$ cat config.mk
export PLATFORM = sky130hd
export DESIGN_NAME = instr_queue
export DESIGN_NICKNAME = d
export VERILOG_FILES = /design/src/common/rv_core_pkg.sv /design/src/source/instr_queue.sv
export VERILOG_INCLUDE_DIRS = /design/src /design/src/common
export SDC_FILE = /design/constraint.sdc
export NUM_CORES = 1
export LEC_CHECK = 0
export BUFFER_PORTS_ARGS = -buffer_cell sky130_fd_sc_hd__buf_4
export CORE_MARGIN = 3
export CORE_UTILIZATION = 50
export DETAILED_ROUTE_END_ITERATION = 8
export GPL_TIMING_DRIVEN = 0
export PLACE_DENSITY = 0.68
export SLEW_MARGIN = 15
export SYNTH_ARGS = -nofsm -noshare
export SYNTH_HDL_FRONTEND = slang
export SYNTH_SLANG_ARGS = --single-unit
$ cat constraint.sdc
create_clock -name clk -period 5.7 [get_ports clk]
set_input_delay 0.57 -clock clk [delete_from_list [all_inputs] [get_ports clk]]
set_output_delay 0.57 -clock clk [all_outputs]
set_load 0.03 [all_outputs]
$ cat src/common/rv_core_macros.svh
// Core sizing macros: word width, register count, queue depth, data memory size
`ifndef RV_CORE_MACROS_SVH
`define RV_CORE_MACROS_SVH

// Integer word width
`define RV_XLEN 32

// Architectural registers, x0 included
`define RV_NUM_REGS 32

// Instruction queue entries
`define RV_QUEUE_DEPTH 8

// Data memory size in words
`define RV_DMEM_WORDS 64

`endif

$ cat src/common/rv_core_pkg.sv
// Core package: opcode enum, instruction word union, forward select enum, immediate functions
`default_nettype none
`include "rv_core_macros.svh"

package rv_core_pkg;

    // Major opcodes handled by the pipeline
    // Anything else retires without a write
    typedef enum logic [6:0] {
        LUI    = 7'b0110111,
        OP_IMM = 7'b0010011,
        OP     = 7'b0110011,
        LOAD   = 7'b0000011,
        STORE  = 7'b0100011
    } opcode_t;

    // R layout, also the source of the I and U fields
    typedef struct packed {
        logic [6:0] funct7;
        logic [4:0] rs2;
        logic [4:0] rs1;
        logic [2:0] funct3;
        logic [4:0] rd;
        opcode_t    opcode;
    } r_view_t;

    // S layout, immediate split around rs2/rs1
    typedef struct packed {
        logic [6:0] imm_hi;
        logic [4:0] rs2;
        logic [4:0] rs1;
        logic [2:0] funct3;
        logic [4:0] imm_lo;
        opcode_t    opcode;
    } s_view_t;

    // One word, two decodings
    typedef union packed {
        r_view_t r;
        s_view_t s;
    } instr_word_t;

    // Operand source chosen in ID
    typedef enum logic [1:0] {
        FWD_NONE = 2'b00,
        FWD_EX   = 2'b01,
        FWD_MEM  = 2'b10,
        FWD_WAIT = 2'b11
    } fwd_sel_t;

    // I immediate, bits 31:20 sign extended
    function automatic logic [`RV_XLEN-1:0] imm_i(input instr_word_t w);
        return {{20{w.r.funct7[6]}}, w.r.funct7, w.r.rs2};
    endfunction

    // S immediate, hi and lo parts joined
    function automatic logic [`RV_XLEN-1:0] imm_s(input instr_word_t w);
        return {{20{w.s.imm_hi[6]}}, w.s.imm_hi, w.s.imm_lo};
    endfunction

    // U immediate, upper 20 bits with zero low part
    function automatic logic [`RV_XLEN-1:0] imm_u(input instr_word_t w);
        return {w.r.funct7, w.r.rs2, w.r.rs1, w.r.funct3, 12'b0};
    endfunction

endpackage

`default_nettype wire

$ cat src/source/instr_queue.sv
// Instruction FIFO with sticky overflow flag and occupancy assertions
`timescale 1ns/1ns
`default_nettype none
`include "rv_core_macros.svh"

module instr_queue (
    input  logic                     clk,
    input  logic                     rst_n,
    input  logic                     push,
    input  rv_core_pkg::instr_word_t push_instr,
    input  logic                     pop,
    output rv_core_pkg::instr_word_t head,
    output logic                     head_valid,
    output logic                     overflow
);
    import rv_core_pkg::*;

    localparam int DEPTH = `RV_QUEUE_DEPTH;
    localparam int PTR_W = $clog2(DEPTH);
    localparam int CNT_W = $clog2(DEPTH + 1);

    instr_word_t      mem [DEPTH];
    logic [PTR_W-1:0] wr_ptr;
    logic [PTR_W-1:0] rd_ptr;
    logic [CNT_W-1:0] count;
    logic             full;
    logic             accept;

    assign full       = (count == CNT_W'(DEPTH));
    // Push while full is lost
    assign accept     = push && !full;
    assign head       = mem[rd_ptr];
    assign head_valid = (count != '0);

    // Storage, no reset
    always_ff @(posedge clk) begin
        if (accept) begin
            mem[wr_ptr] <= push_instr;
        end
    end

    always_ff @(posedge clk) begin
        if (!rst_n) begin
            wr_ptr   <= '0;
            rd_ptr   <= '0;
            count    <= '0;
            overflow <= 1'b0;
        end else begin
            if (accept) begin
                wr_ptr <= wr_ptr + 1'b1;
            end
            if (pop) begin
                rd_ptr <= rd_ptr + 1'b1;
            end
            // Count moves only on a one-sided transfer
            if (accept && !pop) begin
                count <= count + 1'b1;
            end else if (pop && !accept) begin
                count <= count - 1'b1;
            end
            // Sticky until reset
            if (push && full) begin
                overflow <= 1'b1;
            end
        end
    end

    // Decode must only pop a valid head
    a_no_pop_empty: assert property (@(posedge clk) disable iff (!rst_n)
        pop |-> head_valid);

    a_count_bound: assert property (@(posedge clk) disable iff (!rst_n)
        count <= CNT_W'(DEPTH));

endmodule

`default_nettype wire

Word level (Yosys, flattened, before mapping)
Memory sizes are Yosys's and may differ from the RTL's. A register that Yosys moved wholly into a read port is not among the register bits.
Index checks and enable logic that the tools add are counted.
{ "totals": {"word_cells": 25, "ramBits": 256, "ff_bits": 11, "mem_count": 1} }
{ "memory_table": {"columns": ["memory", "depth", "word_bits", "rd", "rd_ports_with_merged_regs", "wr", "line", "text"], "rows": [
  ["mem", 8, 32, 1, 1, 1, "instr_queue.sv:22", "instr_word_t mem [DEPTH];"]
]} }
{ "op_classes": {"n_reduce_logical": 9, "add_sub_neg": 4, "eq_ne": 1, "muxes": 6} }
{ "op_table": {"columns": ["cell", "n"], "rows": [
  ["$mux 4", 2],
  ["$add 3x1->3 const B", 2],
  ["$mux 3", 2],
  ["$add 4x1->4 const B", 1],
  ["$eq 4x4->1 const B", 1],
  ["$logic_and 1x1->1", 4],
  ["$reduce_bool 4->1", 1],
  ["$sub 4x1->4 const B", 1],
  ["$logic_not 1->1", 3],
  ["$mux 1", 2],
  ["$reduce_bool 2->1", 1]
]} }

Logic depth before layout (Yosys ltp)
{ "depth": {"word_depth": 7, "depth_mapped": 10, "mapped_depth_nobuf": 10} }

Worst setup path after synthesis
No wires, ideal clock.
{ "synth_timing": {"kind": "reg-to-reg", "startpoint": "register count[0]", "endpoint": "memory mem[0][0] in the netlist's numbering (enable)", "stages_incl_launch_ff": 4, "t_required_ns": 5.199, "slack_ns": 1.465, "n_path_buf": 0, "t_arrival_ns": 3.734, "setup_ns": 0.501, "synth_period_minus_slack_ns": 4.235, "cell_sequence": "dfxtp_1 or4b_1 nand2_2 nor4_1"} }
{ "synth_between": {"elab_chain_cells": 5} }
{ "synth_rtl": {"columns": ["item", "line", "text"], "rows": [
  ["start: declaration", "instr_queue.sv:25", "logic [CNT_W-1:0] count;"],
  ["start signal: assignment", "instr_queue.sv:57", "count <= count + 1'b1;"],
  ["start signal: assignment", "instr_queue.sv:59", "count <= count - 1'b1;"],
  ["$eq 4x4->1", "instr_queue.sv:29", "assign full = (count == CNT_W'(DEPTH));"],
  ["$logic_not 1->1", "instr_queue.sv:31", "assign accept = push && !full;"],
  ["$logic_and 1x1->1", "instr_queue.sv:31", null],
  ["$mux 1", "instr_queue.sv:37", "if (accept) begin"],
  ["$mux 1 (implied by the code)", "instr_queue.sv:38", "mem[wr_ptr] <= push_instr;"],
  ["end: declaration", "instr_queue.sv:22", null]
]} }
No other way between the ends.

==> impl_metrics.json <==
{
  "status": "complete, no violations",
  "peakVddDrop_mv": 0.240,
  "crit_arrival_ns": 2.42,
  "antenna_cells": 0,
  "portBuffers": 69,
  "cp-start-kind": "register",
  "rrSetupSlack_ns": 3.02,
  "antenna_found_initial": 0,
  "dr.pass1.iters": 4,
  "end_kind": "primary output",
  "synth_edf_count": 256,
  "drive_gt1_frac": 0.374,
  "drt_iter0_drc": 300,
  "die-area_sq_um": 22700,
  "finalWirelength_um": 19600,
  "cts_tree": "done",
  "yosys.cell_types.count": 30,
  "io_pins": 70,
  "internal-power_uw": 4000,
  "dpl.hpwl_um": 12600,
  "vias_per_cell": 5.54,
  "synth_area_leaders": "edfxtp_1 (74%), mux4_1 (10%), mux4_2 (5.2%)",
  "post_drt_wl_per_cell_um": 22.7,
  "clockBufferDepth": 3,
  "slew_headroom": 0.456,
  "grt_pass1_vias": 5084,
  "worstHoldStart": "push_instr[26]",
  "timing.rr.start": "count[1]",
  "syn_nets": 487,
  "grt_start_max_net_pins": 20,
  "dpl_cell_area_sq_um": 11600,
  "cp_max_fo": 10,
  "powerDensity_nw_per_um2": 409,
  "coreArea_sq_um": 20400,
  "synth-async-reset-ratio": 0,
  "cts-resized-gates": 0,
  "hold_end": "mem[6][26]",
  "grtUsageTotal": 0.177,
  "fin_nets": 611,
  "tightestPinTransition_ns": 0.810,
  "rows": 52,
  "avgSynthCellArea_sq_um": 23.5,
  "yosysWarnings": 0,
  "finalCritPeriodShare": 0.525,
  "dr_total_vias": 4772,
  "multi_input_area_sq_um": 2390,
  "seq_power_share": 0.453,
  "netlist.area_leader.share": 0.735,
  "r2r_cells": 10,
  "place_congestion": 0.726,
  "ys_seq_elements": 270,
  "report.final.slew_viol_count": 0,
  "p_clk_frac": 0.402,
  "setup_violations": 0,
  "p_total_uw": 5200,
  "switching_share": 0.230,
  "ys.flop_type": "edfxtp_1",
  "maxCapViolCount": 0,
  "required_ns": 5.13,
  "yosysSeqAreaShare": 0.762,
  "post_cts_buffers": 0,
  "synth_area_sq_um": 10500,
  "yosysMostFrequentCell": "edfxtp_1",
  "fillers": 1376,
  "switchingPower_uw": 1200,
  "utilization": 0.624,
  "period_minus_slack_ns": 2.99,
  "seqCellArea_sq_um": 7970,
  "stdcell_area_sq_um": 12700,
  "yosysTopAreaCell": "edfxtp_1",
  "fmax_mhz": 334,
  "hold_path_class": "in -> reg",
  "antenna_left": 0,
  "finClkSkew_ns": 0.0124,
  "die_w_um": 151,
  "cts_buffers": 28,
  "grt_pass1_wl_um": 29700,
  "r2r_end": "count[3]",
  "grt-ovfl-total": 0,
  "drc": 0,
  "dieHeight_um": 151,
  "cts.htree.levels": 1,
  "syn_to_final_growth_pct": 21.5,
  "hold_violations": 0,
  "path_class": "reg -> out",
  "p_leak_uw": 0.00431,
  "pwr-share-comb": 0.145,
  "synth_commonest_cells": "edfxtp_1 (256), mux4_1 (40), mux2_2 (32), mux4_2 (24), dfxtp_1 (14)",
  "initial_core_util": 0.513,
  "tns_ns": 0,
  "synthCells": 445,
  "rsz0062_at_grt": "false",
  "cts_root_buf": "clkbuf_16",
  "clock_sinks": 270,
  "path_clk_slew_ns": 0.06,
  "cts_hold_buf": 0,
  "holdPathStages": 1,
  "clock_latency_ns": 0.53
}
==> kinds of logic after synthesis <==
group / share of synthesized area
simple gates: 0.0178
xor+xnor: 0.00503
buf+inv: 0.0140
flops: 0.762
mux: 0.190
fa+ha+maj: 0.00790
compound gates: 0.00359
==> sequential cells by signal, indices dropped and copies added, names as in the netlist, named ones only <==
signal    flops
overflow      1
wr_ptr        3
count         4
mem         256
rd_ptr        3
==> layout by cell type, fill, tap and decap left out, types with 2 or more instances in the layout <==
| master | synthesis | routed |
|---|---|---|
| buf_2 | 6 | 9 |
| ha_1 | 5 | 5 |
| bufinv_16 | 0 | 9 |
| and2_1 | 7 | 7 |
| mux2i_1 | 3 | 3 |
| nor2_4 | 0 | 3 |
| inv_1 | 3 | 3 |
| a31oi_1 | 2 | 2 |
| clkbuf_1 | 5 | 6 |
| nand2_1 | 7 | 7 |
| clkinvlp_4 | 0 | 2 |
| buf_6 | 7 | 12 |
| buf_1 | 2 | 2 |
| clkinv_1 | 0 | 2 |
| mux4_1 | 40 | 40 |
| xnor2_1 | 5 | 5 |
| dfxtp_1 | 14 | 14 |
| mux2_2 | 32 | 32 |
| nand2b_1 | 4 | 4 |
| buf_16 | 0 | 2 |
| buf_4 | 0 | 83 |
| clkinv_4 | 0 | 3 |
| edfxtp_1 | 256 | 256 |
| clkinv_2 | 0 | 4 |
| clkbuf_16 | 0 | 29 |
| mux4_2 | 24 | 24 |
| nand3_1 | 2 | 2 |
| nor3_2 | 0 | 4 |
| nor2b_1 | 3 | 3 |
==> power groups by stage <==
stage	sequential [uW]	clock (uW)	combinational (uW)
6_report	2360	2090	755
5_1_grt	2370	2200	818
4_1_cts	2360	2130	773
3_5_place_dp	2400	0	770
3_3_place_gp	2410	0	712
2_1_floorplan	2400	0	481
==> worst max-delay path by stage <==
stage / depth (start not counted) / endpoint / slack [ns]
finish: 5 / head[22] / 2.71
global route: 5 / head[22] / 2.51
CTS: 5 / head[22] / 2.62
detailed placement: 7 / mem[4][14] / 3.07
global placement: 3 / mem[0][14] / -1.75
floorplan: 3 / mem[0][0] / 1.46
==> worst max-delay path, stage by stage (launching register included) <==
cell and delay (ns):
dfxtp_1 0.31, clkbuf_1 0.37, buf_2 0.39, mux4_1 0.34, mux2_2 0.30, buf_4 0.17
==> through the flow <==
| step | hold slack (ns) | cells | setup slack (ns) |
|---|---|---|---|
| floorplan | 0.462 | 445 | 1.46 |
| global placement | 0.481 | 784 | -1.75 |
| detailed placement | 0.494 | 809 | 3.07 |
| CTS | 0.253 | 861 | 2.62 |
| global route | 0.262 | 861 | 2.51 |
| finish | 0.272 | 861 | 2.71 |
==> area by class of cell <==
class / instances / area share
Buffer: 20 / 0.0106
Sequential cell: 270 / 0.627
Clock inverter: 21 / 0.0276
Timing Repair Buffer: 94 / 0.0606
Multi-Input combinational cell: 152 / 0.188
Clock buffer: 31 / 0.0585
Inverter: 3 / 0.000886
Tap cell: 270 / 0.0266
==> per-layer routing <==
metal  GRT usage  wire length [um]  vias to the layer above
met5           0                 0                        -
met4      0.0394               286                        0
met3      0.0322               993                       25
met2       0.307             10200                      121
met1       0.236              8110                     2478
li1            -                 -                     2148
Note: power is estimated with default switching activity, not from simulation.
