--- config.mk ---
export PLATFORM = sky130hd
export DESIGN_NAME = memory_stage_flat
export DESIGN_NICKNAME = d
export VERILOG_FILES = /design/src/common/rv_core_pkg.sv /design/src/common/stage_bus_if.sv /design/src/pipeline/memory_stage.sv /design/src/flat_wrapper.sv
export VERILOG_INCLUDE_DIRS = /design/src /design/src/common
export SDC_FILE = /design/constraint.sdc
export NUM_CORES = 2
export LEC_CHECK = 0
export ABC_AREA = 0
export BUFFER_PORTS_ARGS = -buffer_cell sky130_fd_sc_hd__buf_2
export CORE_MARGIN = 1.5
export CORE_UTILIZATION = 45
export DETAILED_ROUTE_END_ITERATION = 7
export SLEW_MARGIN = 10
export SYNTH_ARGS = -nofsm -noshare
export SYNTH_HDL_FRONTEND = slang
export SYNTH_SLANG_ARGS = --single-unit
--- constraint.sdc ---
create_clock -name clk -period 4.15 [get_ports clk]
set_input_delay 0.83 -clock clk [delete_from_list [all_inputs] [get_ports clk]]
set_output_delay 0.83 -clock clk [all_outputs]
set_load 0.01 [all_outputs]
--- src/common/rv_core_macros.svh ---
// Core sizing macros: word width, register count, queue depth, data memory size
`ifndef RV_CORE_MACROS_SVH
`define RV_CORE_MACROS_SVH

// Integer word width
`define RV_XLEN 32

// Architectural registers, x0 included
`define RV_NUM_REGS 32

// Instruction queue entries
`define RV_QUEUE_DEPTH 8

// Data memory size in words
`define RV_DMEM_WORDS 64

`endif

--- src/common/rv_core_pkg.sv ---
// Core package: opcode enum, instruction word union, forward select enum, immediate functions
`default_nettype none
`include "rv_core_macros.svh"

package rv_core_pkg;

    // Major opcodes handled by the pipeline
    // Anything else retires without a write
    typedef enum logic [6:0] {
        LUI    = 7'b0110111,
        OP_IMM = 7'b0010011,
        OP     = 7'b0110011,
        LOAD   = 7'b0000011,
        STORE  = 7'b0100011
    } opcode_t;

    // R layout, also the source of the I and U fields
    typedef struct packed {
        logic [6:0] funct7;
        logic [4:0] rs2;
        logic [4:0] rs1;
        logic [2:0] funct3;
        logic [4:0] rd;
        opcode_t    opcode;
    } r_view_t;

    // S layout, immediate split around rs2/rs1
    typedef struct packed {
        logic [6:0] imm_hi;
        logic [4:0] rs2;
        logic [4:0] rs1;
        logic [2:0] funct3;
        logic [4:0] imm_lo;
        opcode_t    opcode;
    } s_view_t;

    // One word, two decodings
    typedef union packed {
        r_view_t r;
        s_view_t s;
    } instr_word_t;

    // Operand source chosen in ID
    typedef enum logic [1:0] {
        FWD_NONE = 2'b00,
        FWD_EX   = 2'b01,
        FWD_MEM  = 2'b10,
        FWD_WAIT = 2'b11
    } fwd_sel_t;

    // I immediate, bits 31:20 sign extended
    function automatic logic [`RV_XLEN-1:0] imm_i(input instr_word_t w);
        return {{20{w.r.funct7[6]}}, w.r.funct7, w.r.rs2};
    endfunction

    // S immediate, hi and lo parts joined
    function automatic logic [`RV_XLEN-1:0] imm_s(input instr_word_t w);
        return {{20{w.s.imm_hi[6]}}, w.s.imm_hi, w.s.imm_lo};
    endfunction

    // U immediate, upper 20 bits with zero low part
    function automatic logic [`RV_XLEN-1:0] imm_u(input instr_word_t w);
        return {w.r.funct7, w.r.rs2, w.r.rs1, w.r.funct3, 12'b0};
    endfunction

endpackage

`default_nettype wire

--- src/common/stage_bus_if.sv ---
// Stage-to-stage bundle interface with driver, receiver and forwarding modports
`timescale 1ns/1ns
`default_nettype none
`include "rv_core_macros.svh"

interface stage_bus_if;
    import rv_core_pkg::*;

    logic               valid;
    instr_word_t        instr;
    logic [4:0]         rd;
    // Low when the instruction writes rd
    logic               wr_reg_n;
    logic [`RV_XLEN-1:0] val_a;
    logic [`RV_XLEN-1:0] val_b;
    // ALU value or address, ex_mem only
    logic [`RV_XLEN-1:0] result;
    opcode_t            opcode;

    // Opcode view for the forwarding logic
    assign opcode = instr.r.opcode;

    modport src (output valid, instr, rd, wr_reg_n, val_a, val_b, result);
    modport dst (input valid, instr, rd, wr_reg_n, val_a, val_b, result);
    // Hazard view only
    modport fwd (input valid, rd, wr_reg_n, opcode);

endinterface

`default_nettype wire

--- src/pipeline/memory_stage.sv ---
// MEM stage: data memory, load/store, register writeback and retire strobe
`timescale 1ns/1ns
`default_nettype none
`include "rv_core_macros.svh"

module memory_stage (
    input  logic                clk,
    input  logic                rst_n,
    stage_bus_if.dst            in,
    output logic [`RV_XLEN-1:0] mem_result,
    output logic                wb_en,
    output logic [4:0]          wb_rd,
    output logic [`RV_XLEN-1:0] wb_data,
    output logic                ret_valid,
    output logic [4:0]          ret_rd,
    output logic                ret_wr,
    output logic [`RV_XLEN-1:0] ret_data
);
    import rv_core_pkg::*;

    localparam int WORDS  = `RV_DMEM_WORDS;
    localparam int ADDR_W = $clog2(WORDS);

    logic [`RV_XLEN-1:0] dmem [WORDS];
    logic [ADDR_W-1:0]   addr;
    logic                is_load;
    logic                is_store;

    // Word index, byte offset ignored
    assign addr     = in.result[ADDR_W+1:2];
    assign is_load  = (in.instr.r.opcode == LOAD);
    assign is_store = in.valid && (in.instr.r.opcode == STORE);

    // Combinational read, also feeds the MEM forward path
    assign mem_result = is_load ? dmem[addr] : in.result;

    // Word store at the edge
    always_ff @(posedge clk) begin
        if (rst_n && is_store) begin
            dmem[addr] <= in.val_b;
        end
    end

    // Register file write lands at the end of this cycle
    assign wb_en   = in.valid && !in.wr_reg_n;
    assign wb_rd   = in.rd;
    assign wb_data = mem_result;

    // One strobe per instruction, bubbles excluded
    assign ret_valid = in.valid;
    assign ret_rd    = in.rd;
    assign ret_wr    = wb_en;
    assign ret_data  = mem_result;

    // x0 writes are filtered back in ID
    a_no_x0_write: assert property (@(posedge clk) disable iff (!rst_n)
        wb_en |-> (wb_rd != 5'd0));

endmodule

`default_nettype wire

--- src/flat_wrapper.sv ---
// flat-port wrapper written by rule: the top's interface ports become plain ports
module memory_stage_flat import rv_core_pkg::*;
  (clk, rst_n, mem_result, wb_en, wb_rd, wb_data, ret_valid, ret_rd, ret_wr, ret_data, in_valid, in_instr, in_rd, in_wr_reg_n, in_val_a, in_val_b, in_result);
  stage_bus_if in_i ();
  input  logic clk;
  input  logic rst_n;
  output logic [`RV_XLEN-1:0] mem_result;
  output logic wb_en;
  output logic [4:0] wb_rd;
  output logic [`RV_XLEN-1:0] wb_data;
  output logic ret_valid;
  output logic [4:0] ret_rd;
  output logic ret_wr;
  output logic [`RV_XLEN-1:0] ret_data;
  input wire logic [$bits(in_i.valid)-1:0] in_valid;
  input wire logic [$bits(in_i.instr)-1:0] in_instr;
  input wire logic [$bits(in_i.rd)-1:0] in_rd;
  input wire logic [$bits(in_i.wr_reg_n)-1:0] in_wr_reg_n;
  input wire logic [$bits(in_i.val_a)-1:0] in_val_a;
  input wire logic [$bits(in_i.val_b)-1:0] in_val_b;
  input wire logic [$bits(in_i.result)-1:0] in_result;
  assign in_i.valid = in_valid;
  assign in_i.instr = in_instr;
  assign in_i.rd = in_rd;
  assign in_i.wr_reg_n = in_wr_reg_n;
  assign in_i.val_a = in_val_a;
  assign in_i.val_b = in_val_b;
  assign in_i.result = in_result;
  memory_stage u_core (.clk(clk), .rst_n(rst_n), .in(in_i), .mem_result(mem_result), .wb_en(wb_en), .wb_rd(wb_rd), .wb_data(wb_data), .ret_valid(ret_valid), .ret_rd(ret_rd), .ret_wr(ret_wr), .ret_data(ret_data));
endmodule
-- Word level (Yosys, flattened, before mapping)
Memories as Yosys holds them, arrays and structs flattened.
Cells that the tools add are included.
- register bits after elaboration: 0
- RAM bits: 2048
- input bits: 137
- output and inout port bits: 109
- logic and storage cells: 10
- memories: 1
- memory list (name ; words ; width ; read ports ; clocked after memory_dff ; write ports ; line ; source):
    u_core.dmem ; 64 ; 32 ; 1 ; 0 ; 1 ; memory_stage.sv:24 ; logic [`RV_XLEN-1:0] dmem [WORDS];
- equal/unequal tests: 2
- multiplexer cells: 3
- reduce and logical (&&, ||, !) cells: 4
- operators with widths (cell ; number):
    32-bit 2-to-1 mux ; 1
    7-bit by 2-bit equality test with 1-bit output (second input constant) ; 1
    7-bit by 6-bit equality test with 1-bit output (second input constant) ; 1
    1-bit logical AND ; 3
    1-bit 2-to-1 mux ; 2
    1-bit zero test ; 1

-- Depth between registers and ports, before layout
- depth after elaboration: 5
- gate-level depth with buffers: 12
- mapped depth without buffers: 6

-- Worst setup path before layout
No wires, ideal clock.
- path kind: input to register
- start: input port in_result[4]
- end: memory u_core.dmem[10][0] (netlist bit) (enable)
- library setup time: 0.421 ns
- arrival time: 3.421 ns
- data required time: 3.729 ns
- slack: 0.308 ns
- cell stages on the path: 7
- buffers on the path: 4
- cell sequence: buf_4 -> buf_4 -> buf_2 -> nor2_1 -> clkbuf_1 -> nand2_1 -> nor2_1
- RTL lines (what ; line ; source):
    from (decl) ; flat_wrapper.sv:21 ; input wire logic [$bits(in_i.result)-1:0] in_result;
    to (decl) ; memory_stage.sv:24 ;
Straight into the memory's write port.

-- Final worst setup path
- start: input port in_result[4]
- end: output port mem_result[9]
- longest elaborated chain between the ends: 2
- ends and longest elaborated chain (what ; line ; source):
    memory read 64 x 32 bit ; -- ;
    32-bit 2-to-1 mux ; memory_stage.sv:35 ; assign mem_result = is_load ? dmem[addr] : in.result;
    to (decl) ; flat_wrapper.sv:7 ; output logic [`RV_XLEN-1:0] mem_result;
No other way between the ends.

==> key figures <==
Status
  – Status: complete, but fails checks
  – Failing checks: negative setup slack

Placement
  – HPWL Detailed: about 170 mm
  – IO Port Bufs: between 150 and 200
  – Placed insts: ~7,000
  – GP Congestion: slightly above 0.9

Synth
  – Synth Warn #: 0
  – Netlist Area Pre-Place: a little under 80,000 µm²
  – #FFs+latches synth: 2,048
  – Synth top area share: between 70 and 80%
  – Synth top area cells: edfxtp_1, mux4_2, mux2i_1
  – Syn Inst Count: ~4,200
  – Cell taking the most area after synthesis: edfxtp_1
  – Avg Cell Area, Syn: about 19 µm²
  – Ys flop type: edfxtp_1
  – Post-Syn Nets: 4,368
  – Post-synthesis cell type count: 67
  – Sequential area share after synthesis: 77.34%
  – Ys async rst share: 0%
  – EDFF count, synth: 2,048

Setup path
  – WS Path Type: input port to primary output
  – Worst Path Required: between 3000 and 4000 ps
  – CP startpoint kind: input port
  – CP max FO: 9
  – CP endpoint kind: primary output
  – Crit path DAT: 3390 ps

Finish
  – Nets@finish: ~5,200
  – Reg with most FFs: u_core.dmem
  – Most common cell after layout, fill and taps aside: edfxtp_1
  – Largest regs: u_core.dmem (2048)
  – Share of cells above drive strength 1: 32.92%
  – Post-route insts no fill: between 7,000 and 8,000
  – Max FFs per register: around 2,000
  – Commonest non-fill, non-tap cells in the layout: edfxtp_1, buf_4, mux2i_1, clkbuf_16, a221oi_1
  – Layout Area Growth over Synthesis: 20.99%

Drt
  – Drt via density: between 6 and 7
  – Drt first pass iters: 8
  – # DRC: 0
  – Routed WL: approximately 280 mm
  – Per-cell routed wire length: ~37 µm
  – Via count: 48,900
  – Final ANT Viol Nets: 0
  – Initial DRC Count: roughly 8,000

STA
  – Min Clock Period, post-route: around 4200 ps
  – Worst setup margin: -69.32 ps
  – Slew headroom: approximately an eighth
  – Max-slew violations: 0
  – Final worst path period share: 101.7%
  – Slew @ Worst Pin: between 1000 and 1500 ps
  – Endpoints failing setup: 9
  – RSZ-0062 raised after global routing: true
  – Setup_tns: -369.3 ps
  – Final Hold Fails: 0
  – Fmax: around 240 MHz

Global route
  – Largest net degree at the start of global routing: 65
  – First-pass GRT wire length: around 380 mm
  – Vias in the first global route: 46,040
  – Antenna violations before repair: 18
  – GRT Overall Usage: 30.49%
  – Grt ovf: 0

Die
  – Die height: 423.4 µm
  – CORE AREA: 175,900 µm²
  – IO Pins: ~250
  – Initial Util: between 40% and 50%
  – Chip width: ~420 µm
  – DIE AREA: roughly 180,000 µm²
  – # rows: between 150 and 200

Clocking
  – CTS Hold Buffers Added: 0
  – Clk sinks: a little over 2,000
  – H-tree depth: 4
  – Clock buffer depth: 3
  – CTS Buf Count: between 150 and 200
  – CTS clk-pin slew, worst paths: 60 ps
  – Clk root buf: clkbuf_16
  – TritonCTS clock tree: yes

Hold path
  – HP Class: input port to flip-flop

Power
  – Worst vdd rail ir drop: 0.4523 mV
  – Pwr Total: approximately 43 mW
  – Static leakage: between 30 and 40 nW
  – Power per cell area: between 400 and 500 nW/µm²

Run
  – Max-capacitance violation count: 0
[synthesized netlist by cell type, drive strengths merged (4+ instances only)]
library cell,count
o21ai,114
mux4,160
a41oi,4
o32a,16
nand4,5
edfxtp,2048
a211oi,11
nor2b,9
o22a,7
o22ai,105
nor3,7
a221oi,207
a22oi,147
o2111ai,11
buf,284
a222oi,13
nand2b,7
a22o,32
nand3,20
nor2,194
a21oi,109
mux2,145
a32oi,7
a31oi,22
nand2,83
mux2i,239
a221o,46
o221ai,7
and3,13
or2,7
o211ai,6
clkbuf,84
o2bb2ai,13
[cells by family (layout without fill, tap and decap cells)]
logic type             Yosys count  count (layout)  share of synthesized area, %
AO/OA/AOI/OAI                  899             899                         8.323
other                            0               6                             0
multiplexers                   544             544                         9.598
flip-flops                    2048            2048                         77.34
buffers and inverters          371            1328                         2.703
AND/OR/NAND/NOR                369             369                         2.041
[layer usage]
metal	GRT usage [%]	vias to the layer above	wire [µm]
met3	7.008	670	35090
met2	46.64	3672	126700
met1	42.12	25370	102700
li1	-	19180	-
met4	12.84	10	13890
met5	0	-	69
[worst max-delay path: stages]
cell,delay [ps]
buf_16,160
buf_16,160
buf_4,120
nor2_4,40
buf_4,150
buf_12,160
a22o_1,220
a222oi_1,570
buf_4,240
o2111ai_4,120
o32a_1,400
buf_2,170
[final cells by class]
cell class	count	area (µm²)
diodes	6	15.01
multi-input cells	1812	16980
well taps	2340	2928
clock buffers	251	5196
clock inverters	112	723.2
inverters	3	33.78
fillers	13530	79710
repair buffers	962	8836
flip-flops and latches	2048	61500
[timing repair]
action | in CTS | in global routing
endpoints found under the setup margin | 93 | 90
pin swaps | 12 | 24
hold endpoints to repair | 0 | 0
setup buffers | 49 | 15
cloned | 5 | 4
resized for setup | 85 | 77
[final timing paths]
kind | startpoint | end | slack, ps | cells after the start
max | in_result[4] | mem_result[9] | -70 | 12
min | in_val_b[11] | u_core.dmem[14][11] | 220 | 1
[report_power, final]
part	switching, mW	internal, mW	total [mW]
combinational	1.87	1.14	3.01
clock	7.69	9.19	16.9
sequential	0.000264	22.8	22.8
total	9.56	33.1	42.6
[through the flow]
stage	hold WS (ps)	util (%)	setup WS, ps	instance area (µm²)
detailed placement	1113	50.41	-548.2	88690
floorplan	928.9	-	308.0	79520
finish	221.1	54.69	-69.32	96210
global placement	1121	50.41	-547.8	88690
CTS	208.1	54.34	-5.882	95600
global route	215.1	54.69	-11.73	96210
(Power assumes the default switching activity.)
